==> src/id_track_pkg.sv <==
/*
 * IDs wrap modulo MAX_IDS. ADD imm is zero-extended before the add.
 * MUL lat holds latency minus one; class code 2'b11 is treated as NOP.
 */
package id_track_pkg;

    localparam int MAX_IDS = 8;
    localparam int LOG2_MAX_IDS = 3;
    localparam int RETIRE_PORTS = 2;
    localparam int LOG2_RETIRE_PORTS = 1;

    typedef logic [LOG2_MAX_IDS-1:0] id_t;
    typedef logic [LOG2_RETIRE_PORTS:0] retire_count_t;

    typedef enum logic [1:0] {
        ADD = 2'b00,
        MUL = 2'b01,
        NOP = 2'b10
    } instr_class_t;

    ////////////////////////////////////////
    // Instruction formats with the class in bits 31:30
    typedef struct packed {
        instr_class_t cls;
        logic [4:0] rd;
        logic [8:0] unused;
        logic [15:0] imm;
    } add_fmt_t;

    typedef struct packed {
        instr_class_t cls;
        logic [4:0] rd;
        logic [1:0] lat;
        logic [7:0] imm_a;
        logic [7:0] imm_b;
        logic [6:0] spare;
    } mul_fmt_t;

    typedef union packed {
        add_fmt_t add_fmt;
        mul_fmt_t mul_fmt;
    } instr_word_t;

    ////////////////////////////////////////
    // Pipeline packets
    typedef struct packed {
        logic [31:0] pc;
        instr_word_t instruction;
    } fetch_packet_t;

    typedef struct packed {
        id_t id;
        logic valid;
        logic [31:0] pc;
        instr_word_t instruction;
    } decode_packet_t;

    typedef struct packed {
        id_t id;
        instr_class_t cls;
        logic [4:0] rd;
        logic [31:0] pc;
        logic [15:0] imm;
        logic [7:0] imm_a;
        logic [7:0] imm_b;
        logic [1:0] lat;
    } issue_packet_t;

    typedef struct packed {
        logic valid;
        id_t id;
        logic [31:0] data;
    } wb_packet_t;

    typedef struct packed {
        logic valid;
        logic [31:0] pc;
        logic [4:0] rd;
        logic [31:0] data;
    } result_t;

endpackage

==> src/id_lutram.sv <==
/*
 * MAX_IDS deep table. Write lands at the clock edge, reads are combinational,
 * so a read of the address being written returns the old entry.
 */
`timescale 1ns/1ps

module id_lutram
    import id_track_pkg::*;
#(
    parameter int DATA_W = 32,
    parameter int NUM_READ = 1
)
(
    input logic clk,
    input logic write,
    input id_t waddr,
    input logic [DATA_W-1:0] wdata,
    input id_t raddr [NUM_READ],
    output logic [DATA_W-1:0] rdata [NUM_READ]
);

    logic [DATA_W-1:0] mem [MAX_IDS];

    always_ff @(posedge clk) begin
        if (write) begin
            mem[waddr] <= wdata;
        end
    end

    always_comb begin
        for (int i = 0; i < NUM_READ; i++) begin
            rdata[i] = mem[raddr[i]];
        end
    end

endmodule

==> src/id_manager.sv <==
/*
 * Flush drops only fetched, not yet issued instructions.
 * id_available lags the in-flight count by one registered cycle.
 */
`timescale 1ns/1ps

module id_manager
    import id_track_pkg::*;
(
    input logic clk,
    input logic rst,
    input logic flush,
    input logic fetch_valid,
    input fetch_packet_t fetch,
    output logic id_available,
    output decode_packet_t decode,
    input logic decode_advance,
    input retire_count_t retire_count,
    output id_t oldest_id
);

    localparam int CNT_W = LOG2_MAX_IDS + 1;

    id_t fetch_id;
    id_t decode_id;
    id_t oldest_pre_issue_id;
    id_t oldest_pre_issue_next;
    id_t decode_raddr [1];
    logic [31:0] pc_rdata [1];
    logic [31:0] instr_rdata [1];
    logic fetch_xfer;
    // Held negative so the MSB flags a pending decode
    logic [CNT_W-1:0] fetched_count_neg;
    logic [CNT_W-1:0] pre_issue_count;
    logic [CNT_W-1:0] pre_issue_next;
    logic [CNT_W-1:0] post_issue_count;
    logic [CNT_W-1:0] post_issue_next;
    logic [CNT_W-1:0] inflight_count;

    ////////////////////////////////////////
    // PC and instruction tables
    assign fetch_xfer = fetch_valid & id_available;
    assign decode_raddr[0] = decode_id;

    id_lutram #(.DATA_W(32), .NUM_READ(1)) u_pc_table (
        .clk(clk),
        .write(fetch_xfer),
        .waddr(fetch_id),
        .wdata(fetch.pc),
        .raddr(decode_raddr),
        .rdata(pc_rdata)
    );

    id_lutram #(.DATA_W(32), .NUM_READ(1)) u_instr_table (
        .clk(clk),
        .write(fetch_xfer),
        .waddr(fetch_id),
        .wdata(fetch.instruction),
        .raddr(decode_raddr),
        .rdata(instr_rdata)
    );

    ////////////////////////////////////////
    // ID pointers and counters
    assign oldest_pre_issue_next = oldest_pre_issue_id + id_t'(decode_advance);
    assign pre_issue_next = pre_issue_count + CNT_W'(fetch_xfer) - CNT_W'(decode_advance);
    assign post_issue_next = post_issue_count + CNT_W'(decode_advance) - CNT_W'(retire_count);

    always_ff @(posedge clk) begin
        if (rst) begin
            fetch_id <= '0;
            decode_id <= '0;
            oldest_pre_issue_id <= '0;
            oldest_id <= '0;
            fetched_count_neg <= '0;
            pre_issue_count <= '0;
            post_issue_count <= '0;
            inflight_count <= '0;
        end else begin
            oldest_pre_issue_id <= oldest_pre_issue_next;
            oldest_id <= oldest_id + id_t'(retire_count);
            post_issue_count <= post_issue_next;
            if (flush) begin
                // Rewind to the first ID that has not issued
                fetch_id <= oldest_pre_issue_next;
                decode_id <= oldest_pre_issue_next;
                fetched_count_neg <= '0;
                pre_issue_count <= '0;
                inflight_count <= post_issue_next;
            end else begin
                fetch_id <= fetch_id + id_t'(fetch_xfer);
                decode_id <= decode_id + id_t'(decode_advance);
                fetched_count_neg <= fetched_count_neg + CNT_W'(decode_advance)
                    - CNT_W'(fetch_xfer);
                pre_issue_count <= pre_issue_next;
                inflight_count <= pre_issue_next + post_issue_next;
            end
        end
    end

    // Full pool sets the MSB of the in-flight count
    assign id_available = ~inflight_count[LOG2_MAX_IDS];

    assign decode = '{
        id: decode_id,
        valid: fetched_count_neg[CNT_W-1],
        pc: pc_rdata[0],
        instruction: instr_word_t'(instr_rdata[0])
    };

endmodule

==> src/decoder.sv <==
/*
 * Issue happens in the decode cycle itself. A MUL waits for a free multiplier,
 * ADD and NOP never stall.
 */
`timescale 1ns/1ps

module decoder
    import id_track_pkg::*;
(
    input decode_packet_t decode,
    input logic mul_busy,
    output logic decode_advance,
    output logic issue_valid,
    output issue_packet_t issue
);

    instr_class_t cls;

    // Unknown class code falls back to NOP
    always_comb begin
        case (decode.instruction.add_fmt.cls)
            ADD: cls = ADD;
            MUL: cls = MUL;
            default: cls = NOP;
        endcase
    end

    assign decode_advance = decode.valid & ~((cls == MUL) & mul_busy);
    assign issue_valid = decode_advance;

    always_comb begin
        issue = '0;
        issue.id = decode.id;
        issue.pc = decode.pc;
        issue.cls = cls;
        case (cls)
            ADD: begin
                issue.rd = decode.instruction.add_fmt.rd;
                issue.imm = decode.instruction.add_fmt.imm;
            end
            MUL: begin
                issue.rd = decode.instruction.mul_fmt.rd;
                issue.imm_a = decode.instruction.mul_fmt.imm_a;
                issue.imm_b = decode.instruction.mul_fmt.imm_b;
                issue.lat = decode.instruction.mul_fmt.lat;
            end
            default: begin
                issue.rd = '0;
            end
        endcase
    end

endmodule

==> src/exec_units.sv <==
/*
 * Only one MUL in flight; mul_busy stays high through its writeback cycle.
 * ADD and MUL writebacks may land in the same cycle on separate ports.
 */
`timescale 1ns/1ps

module exec_units
    import id_track_pkg::*;
(
    input logic clk,
    input logic rst,
    input logic issue_valid,
    input issue_packet_t issue,
    output logic mul_busy,
    output wb_packet_t add_wb,
    output wb_packet_t mul_wb
);

    logic mul_start;
    logic mul_done;
    logic [1:0] mul_cnt;
    id_t mul_id;
    logic [31:0] mul_product;

    ////////////////////////////////////////
    // Adder with its result one cycle after issue
    always_ff @(posedge clk) begin
        add_wb.id <= issue.id;
        add_wb.data <= issue.pc + 32'(issue.imm);
        if (rst) begin
            add_wb.valid <= 1'b0;
        end else begin
            add_wb.valid <= issue_valid & (issue.cls == ADD);
        end
    end

    ////////////////////////////////////////
    // Multiplier
    assign mul_start = issue_valid & (issue.cls == MUL);
    // Counter hits zero lat+1 cycles after issue
    assign mul_done = mul_busy & (mul_cnt == 2'd0);

    always_ff @(posedge clk) begin
        if (rst) begin
            mul_busy <= 1'b0;
            mul_cnt <= '0;
        end else if (mul_start) begin
            mul_busy <= 1'b1;
            mul_cnt <= issue.lat;
        end else if (mul_done) begin
            mul_busy <= 1'b0;
        end else if (mul_busy) begin
            mul_cnt <= mul_cnt - 2'd1;
        end
    end

    // Product computed at issue and held until writeback
    always_ff @(posedge clk) begin
        if (mul_start) begin
            mul_id <= issue.id;
            mul_product <= 32'(issue.imm_a) * 32'(issue.imm_b);
        end
    end

    assign mul_wb = '{valid: mul_done, id: mul_id, data: mul_product};

endmodule

==> src/retirer.sv <==
/*
 * Retires a contiguous block from oldest_id, at most one register writer per cycle.
 * ADD and MUL always write rd, even rd 0; NOP never does.
 */
`timescale 1ns/1ps

module retirer
    import id_track_pkg::*;
(
    input logic clk,
    input logic rst,
    input logic issue_valid,
    input issue_packet_t issue,
    input wb_packet_t add_wb,
    input wb_packet_t mul_wb,
    input id_t oldest_id,
    output retire_count_t retire_count,
    output result_t result
);

    typedef struct packed {
        instr_class_t cls;
        logic [4:0] rd;
        logic [31:0] pc;
    } retire_meta_t;

    localparam int META_W = $bits(retire_meta_t);

    logic [MAX_IDS-1:0] issued;
    logic [MAX_IDS-1:0] waiting;
    logic [31:0] data_table [MAX_IDS];
    id_t retire_ids [RETIRE_PORTS];
    logic [META_W-1:0] meta_raw [RETIRE_PORTS];
    retire_meta_t meta [RETIRE_PORTS];
    logic [RETIRE_PORTS-1:0] port_valid;
    logic contiguous;
    logic writer_found;
    logic [LOG2_RETIRE_PORTS-1:0] writer_sel;

    id_lutram #(.DATA_W(META_W), .NUM_READ(RETIRE_PORTS)) u_meta_table (
        .clk(clk),
        .write(issue_valid),
        .waddr(issue.id),
        .wdata(retire_meta_t'{cls: issue.cls, rd: issue.rd, pc: issue.pc}),
        .raddr(retire_ids),
        .rdata(meta_raw)
    );

    // One data table write port per execute unit
    always_ff @(posedge clk) begin
        if (add_wb.valid) begin
            data_table[add_wb.id] <= add_wb.data;
        end
        if (mul_wb.valid) begin
            data_table[mul_wb.id] <= mul_wb.data;
        end
    end

    ////////////////////////////////////////
    // Per-ID issued and waiting bits
    always_ff @(posedge clk) begin
        if (rst) begin
            issued <= '0;
            waiting <= '0;
        end else begin
            for (int i = 0; i < RETIRE_PORTS; i++) begin
                if (port_valid[i]) begin
                    issued[retire_ids[i]] <= 1'b0;
                end
            end
            if (add_wb.valid) begin
                waiting[add_wb.id] <= 1'b0;
            end
            if (mul_wb.valid) begin
                waiting[mul_wb.id] <= 1'b0;
            end
            if (issue_valid) begin
                issued[issue.id] <= 1'b1;
                waiting[issue.id] <= (issue.cls != NOP);
            end
        end
    end

    ////////////////////////////////////////
    // Retire selection
    always_comb begin
        for (int i = 0; i < RETIRE_PORTS; i++) begin
            retire_ids[i] = oldest_id + id_t'(i);
        end
    end

    always_comb begin
        for (int i = 0; i < RETIRE_PORTS; i++) begin
            meta[i] = retire_meta_t'(meta_raw[i]);
        end
    end

    always_comb begin
        contiguous = 1'b1;
        writer_found = 1'b0;
        writer_sel = '0;
        retire_count = '0;
        for (int i = 0; i < RETIRE_PORTS; i++) begin
            // Second writer in the same cycle waits
            port_valid[i] = contiguous & issued[retire_ids[i]] & ~waiting[retire_ids[i]]
                & ~((meta[i].cls != NOP) & writer_found);
            if (port_valid[i] && meta[i].cls != NOP) begin
                writer_sel = LOG2_RETIRE_PORTS'(i);
            end
            writer_found = writer_found | (port_valid[i] & (meta[i].cls != NOP));
            contiguous = contiguous & port_valid[i];
            retire_count = retire_count + retire_count_t'(port_valid[i]);
        end
    end

    always_ff @(posedge clk) begin
        result.pc <= meta[writer_sel].pc;
        result.rd <= meta[writer_sel].rd;
        result.data <= data_table[retire_ids[writer_sel]];
        if (rst) begin
            result.valid <= 1'b0;
        end else begin
            result.valid <= writer_found;
        end
    end

endmodule

==> src/mini_core.sv <==
/*
 * In-order instruction tracker with MAX_IDS IDs in flight.
 * fetch_ready is the ID pool status; the result port has no back-pressure.
 */
`timescale 1ns/1ps

module mini_core
    import id_track_pkg::*;
(
    input logic clk,
    input logic rst,
    input logic flush,
    input logic fetch_valid,
    input fetch_packet_t fetch,
    output logic fetch_ready,
    output result_t result
);

    decode_packet_t decode;
    logic decode_advance;
    logic issue_valid;
    issue_packet_t issue;
    logic mul_busy;
    wb_packet_t add_wb;
    wb_packet_t mul_wb;
    retire_count_t retire_count;
    id_t oldest_id;

    id_manager u_id_manager (
        .clk(clk),
        .rst(rst),
        .flush(flush),
        .fetch_valid(fetch_valid),
        .fetch(fetch),
        .id_available(fetch_ready),
        .decode(decode),
        .decode_advance(decode_advance),
        .retire_count(retire_count),
        .oldest_id(oldest_id)
    );

    decoder u_decoder (
        .decode(decode),
        .mul_busy(mul_busy),
        .decode_advance(decode_advance),
        .issue_valid(issue_valid),
        .issue(issue)
    );

    exec_units u_exec_units (
        .clk(clk),
        .rst(rst),
        .issue_valid(issue_valid),
        .issue(issue),
        .mul_busy(mul_busy),
        .add_wb(add_wb),
        .mul_wb(mul_wb)
    );

    retirer u_retirer (
        .clk(clk),
        .rst(rst),
        .issue_valid(issue_valid),
        .issue(issue),
        .add_wb(add_wb),
        .mul_wb(mul_wb),
        .oldest_id(oldest_id),
        .retire_count(retire_count),
        .result(result)
    );

endmodule

==> config.mk <==
export PLATFORM = sky130hd
export DESIGN_NAME = mini_core
export DESIGN_NICKNAME = d
export VERILOG_FILES = /design/src/id_track_pkg.sv /design/src/id_lutram.sv /design/src/id_manager.sv /design/src/decoder.sv /design/src/exec_units.sv /design/src/retirer.sv /design/src/mini_core.sv
export SDC_FILE = /design/constraint.sdc
export NUM_CORES = 2
export LEC_CHECK = 0
export ABC_CLOCK_PERIOD_IN_PS = 9100
export BUFFER_PORTS_ARGS = -buffer_cell sky130_fd_sc_hd__buf_2
export CORE_MARGIN = 4
export CORE_UTILIZATION = 40
export CTS_CLUSTER_SIZE = 25
export DETAILED_ROUTE_END_ITERATION = 12
export GPL_TIMING_DRIVEN = 1
export PLACE_DENSITY = 0.66
export SYNTH_ARGS = -nofsm -noshare
export SYNTH_HDL_FRONTEND = slang
export SYNTH_SLANG_ARGS = --single-unit
==> constraint.sdc <==
create_clock -name clk -period 9.1 [get_ports clk]
set_input_delay 1.365 -clock clk [delete_from_list [all_inputs] [get_ports clk]]
set_output_delay 1.365 -clock clk [all_outputs]
set_load 0.02 [all_outputs]
-- After elaboration in Yosys (flattened, before gate mapping)
Memories as Yosys holds them, arrays and structs flattened. A register that Yosys moved wholly into a read port is not among the register bits.
Cells that the tools add are included.
- flip-flop bits (word level): 140
- latch bits: 0
- RAM bits: 1080
- memory bits (read-only): 0
- bits of input ports: 68
- output and inout port bits: 71
- word-level logic and storage cells: 159
- memories: 4
- add/subtract/negate cells: 15
- multiply operators: 1
- div/mod/pow operators: 0
- $lt $le $gt $ge: 11
- equal/unequal tests: 6
- shift-type cells: 0
- mux-type cells: 59
- bitwise operators: 29
- reduce and logical (&&, ||, !) cells: 14
- memories (name ; depth ; width ; read ports ; clocked after memory_dff ; wr ports ; RTL line ; text):
    u_retirer.u_meta_table.mem ; 8 ; 39 ; 2 ; 1 ; 1 ; id_lutram.sv:22 ; logic [DATA_W-1:0] mem [MAX_IDS];
    u_id_manager.u_instr_table.mem ; 8 ; 32 ; 1 ; 1 ; 1 ; id_lutram.sv:22 ;
    u_id_manager.u_pc_table.mem ; 8 ; 32 ; 1 ; 1 ; 1 ; id_lutram.sv:22 ;
    u_retirer.data_table ; 8 ; 32 ; 1 ; 1 ; 2 ; retirer.sv:31 ; logic [31:0] data_table [MAX_IDS];
- operators by type and width (cell ; number):
    $mux W37 ; 3
    $mux W8 ; 10
    $add A32 B16 Y32 ; 1
    $and A8 B8 Y8 ; 4
    $not A8 Y8 ; 4
    $mux W3 ; 8
    $lt A3 B4 Y1 const B ; 5
    $mux W1 ; 20
    $mux W18 ; 1
    $mul A8 B8 Y16 ; 1
    $mux W16 ; 1
    $demux W1 S3 ; 5
    $ge A3 B1 Y1 const B ; 5
    $and A1 B1 Y1 ; 13
    $add A4 B1 Y4 ; 3
    $bmux W1 S3 ; 4
    $add A3 B1 Y3 ; 3
    $bwmux W8 ; 1
    $or A8 B8 Y8 ; 1
    $sub A4 B1 Y4 ; 2
    $logic_and A1 B1 Y1 ; 6
    $logic_not A2 Y1 ; 3
    $mux W2 ; 3
    $ne A2 B2 Y1 const B ; 3
    other kinds (18) ; 25

-- Longest topological paths before layout
- word-level depth: 14
- gate-level depth with buffers: 29
- depth with buffers taken out: 25

-- Cells and area by module
Synthesis repeated with hierarchy kept, for this count alone.
- cell total of the unflattened synthesis: 3458
- area total of the unflattened synthesis: 59433.3 µm²
- modules (own cells, without submodules) (module ; instances ; cells each ; area each (µm²) ; sequential area each (µm²)):
    id_lutram at u_id_manager.u_instr_table ... ; 2 ; 383 ; 9825.7 ; 7687.4
    retirer ; 1 ; 1406 ; 18855.6 ; 9409.0
    id_lutram at u_retirer.u_meta_table ; 1 ; 603 ; 14269.9 ; 9369.0
    exec_units ; 1 ; 468 ; 4730.8 ; 1351.3
    id_manager ; 1 ; 133 ; 1346.3 ; 500.5
    decoder ; 1 ; 82 ; 579.3 ; 0.0

-- Worst setup path before layout
OpenSTA, ideal clock, no wires.
- path kind: input port to flip-flop
- start point: input fetch_valid
- end point: memory u_id_manager.u_instr_table.mem[0][0] (enable)
- library setup time: 0.565 ns
- arrival: 6.128 ns
- required time: 8.535 ns
- slack: 2.407 ns
- stages: 3
- path buffers: 0
- cell sequence: nor2b_1 > nand2b_1 > nor3_1
- cells in the longest elaborated chain, start to end: 3
- ends and longest elaborated chain (element ; RTL line ; text):
    start: declaration ; mini_core.sv:13 ; input logic fetch_valid,
    $and A1 B1 Y1 ; id_manager.sv:42 ; assign fetch_xfer = fetch_valid & id_available;
    $mux W1 ; id_lutram.sv:25 ; if (write) begin
    $mux W1 (not written as such) ; id_lutram.sv:26 ; mem[waddr] <= wdata;
    end: declaration ; id_lutram.sv:22 ;
Every way passes these cells.

==> impl_metrics.ini <==
[global_route]
grt_start_max_net_pins = 128
overflow = 0
antenna_found_initial = 17
grt_pass1_wl_um = 217000
grt.total_usage_pct = 21.0
grt_pass1_vias = 33900

[setup_path]
crit_fanout = 38
start_kind = register
cp_slowest_stage_delay_ns = 0.84
path_class = reg -> reg
critPathSlowestCell = dfxtp_2
crit_arrival_ns = 8.44
critPathCaptureType = register
crit_start = u_id_manager.decode_id[1]
reg2reg_from = u_id_manager.decode_id[1]
cp_common_cell = inv_1
crit_required_ns = 9.59

[placement]
pre_cts_slack_ns = 1.21
routabilityCongestion = 0.848
dpl_cell_area_um2 = 55400
dpl.hpwl_um = 85200
port_buffers = 138

[sta]
setup_viol = 0
setup_tns_ns = 0
hold_viol = 0
rsz0062_at_grt = no
setup_slack_ns = 1.15
finClkSkew_ns = 0.0225
fin_crit_ns = 7.95
worst_slew_pin_slew_ns = 1.31
clock.fmax_ghz = 0.126
slew_headroom_pct = 12.2
maxSlewViolCount = 0
finalCritPeriodShare_pct = 87.3

[clock_tree]
clkLatencyLatePin_ns = 0.75
cts_made_buffers = 134
post-cts-setup-buffers = 0
hold_buffers = 0
cts_root_buffer = clkbuf_16
h-tree-depth = 4
cts_buffer_depth = 3
cts.clk_slew.worst_paths_ns = 0.06
tritoncts = done
clock_sinks = 1249
cts_resized = 0

[pwr]
ir_drop_mv = 0.197
p_leak_nw = 20.4
power_density_nw_per_um2 = 271

[synth]
yosysSeqAreaShare_pct = 66.0
syn_nets = 4244
ys_seq_elements = 1249
synth_area_leaders = edfxtp_1, dfxtp_1, nand2_1
synth-edff-count = 971
netlist_area_um2 = 52600
synth_top_area_share_pct = 55.4
postSynthAreaPerCell_um2 = 13.0
synthArstFlopShare_pct = 0
yosysWarnings = 0
synthFlopType = edfxtp_1
yosys.area.top_type = edfxtp_1
synthDistinctLibCells = 67
synth_cells = 4058

[detailed_routing]
ant_nets = 0
vias = 34600
avgRoutedWirePerCell_um = 24.5
via_per_inst = 5.78
drt_iter0_markers = 3732
first_pass_iters = 7
wl_um = 146000
drc = 0

[final_layout]
drive_gt1_share_pct = 14.0
fin_area_um2 = 59800
final_cell_mix = edfxtp_1, nand2_1, dfxtp_1
nets = 4314
area_growth_pct = 13.6
layout_commonest_cell = edfxtp_1

[floorplan]
die_w_um = 371
rows = 132
start_util_pct = 40.4
boundaryPins = 139
core_um2 = 130000
die-area_um2 = 137000
die_h_um = 371

[status]
status = completed

[min_path]
hold_class = reg -> reg
min_from = u_retirer.data_table[1][18]

[job]
maxCapViolCount = 0
## logic make-up after synthesis
kind of cell    after synthesis  synth area share, %
flops                      1249                 66.0
buf+inv                     413                 3.05
compound gates              886                 11.1
simple gates               1096                 9.05
fa+ha+maj                   118                 3.39
xor+xnor                     59                 1.01
mux                         237                 6.39
## sequential cells by signal (all words and copies together), names as in the netlist, 8 cells and up
| register | count |
|---|---|
| u_exec_units.add_wb | 36 |
| u_exec_units.mul_product | 16 |
| u_id_manager.u_instr_table.mem | 256 |
| u_id_manager.u_pc_table.mem | 256 |
| u_retirer.data_table | 256 |
| u_retirer.issued | 8 |
| u_retirer.result | 70 |
| u_retirer.u_meta_table.mem | 312 |
| u_retirer.waiting | 8 |
## worst max-delay path, delay by kind of cell (launching register included)
kind	cells	cell delay [ns]
adder cells (fa/ha/maj)	5	2.31
AND/OR/NAND/NOR	6	1.81
buffers and inverters	7	1.37
AO/OA/AOI/OAI	7	1.29
flip-flops	1	0.84
XOR/XNOR	1	0.08
## report_power, final
| part | internal (mW) | switching, mW | total, mW |
|---|---|---|---|
| clock network | 3.12 | 2.26 | 5.38 |
| logic | 1.29 | 2.34 | 3.63 |
| registers | 6.84 | 0.354 | 7.19 |
## cell type report
cell class | count | area, µm²
flip-flops and latches | 1249 | 34700
diodes | 12 | 30.0
clock inverters | 63 | 708
repair buffers | 233 | 1420
fillers | 11500 | 70400
clock buffers | 179 | 3630
well taps | 1742 | 2180
multi-input cells | 2396 | 16600
inverters | 114 | 428
## metrics by stage
| stage | std cells | utilization (%) | total power [mW] | hold WS (ns) |
|---|---|---|---|---|
| after detailed placement | 5734 | 42.6 | 10.9 | 0.446 |
| after CTS | 5976 | 45.9 | 16.3 | 0.453 |
| after global placement | 5734 | 42.6 | 10.8 | 0.441 |
| after global routing | 5980 | 45.9 | 16.9 | 0.467 |
| after floorplan | 4058 | - | 9.60 | 0.345 |
| final | 5988 | 45.9 | 16.2 | 0.451 |
## Yosys cell counts (10+ instances only)
master	count
buf_1	25
mux2_2	12
nor2b_1	24
o22ai_1	104
nand3_1	30
or3_1	28
or4_1	16
xor2_1	24
mux2i_1	147
nand2_1	651
nor3_1	23
a221oi_1	52
clkbuf_1	230
nand4_1	55
buf_2	14
o221ai_1	10
mux4_2	78
dfxtp_1	278
inv_1	111
nor3b_1	10
or2_2	14
nand2b_1	24
o21a_1	11
fa_1	41
edfxtp_1	971
clkbuf_2	30
o21ai_0	153
ha_1	77
nor2_1	179
a22oi_1	228
a31oi_1	13
a32o_1	32
and3_1	17
xnor2_1	33
a21oi_1	210
## worst paths after layout
path | to | slack, ns | cells past startpoint
setup / recovery | u_exec_units.mul_product[15] | 1.15 | 26
hold / removal | u_retirer.data_table[1][18] | 0.45 | 2
setup reg to reg | u_exec_units.mul_product[15] | 1.15 | 26
hold reg to reg | u_retirer.data_table[1][18] | 0.45 | 2
## routing by layer
layer  share of wire, %  GRT usage (%)
met2                 46           33.4
met5              0.036              0
met4                3.6           7.97
met3                9.1           4.09
met1                 41           28.6
(Power assumes the default switching activity.)
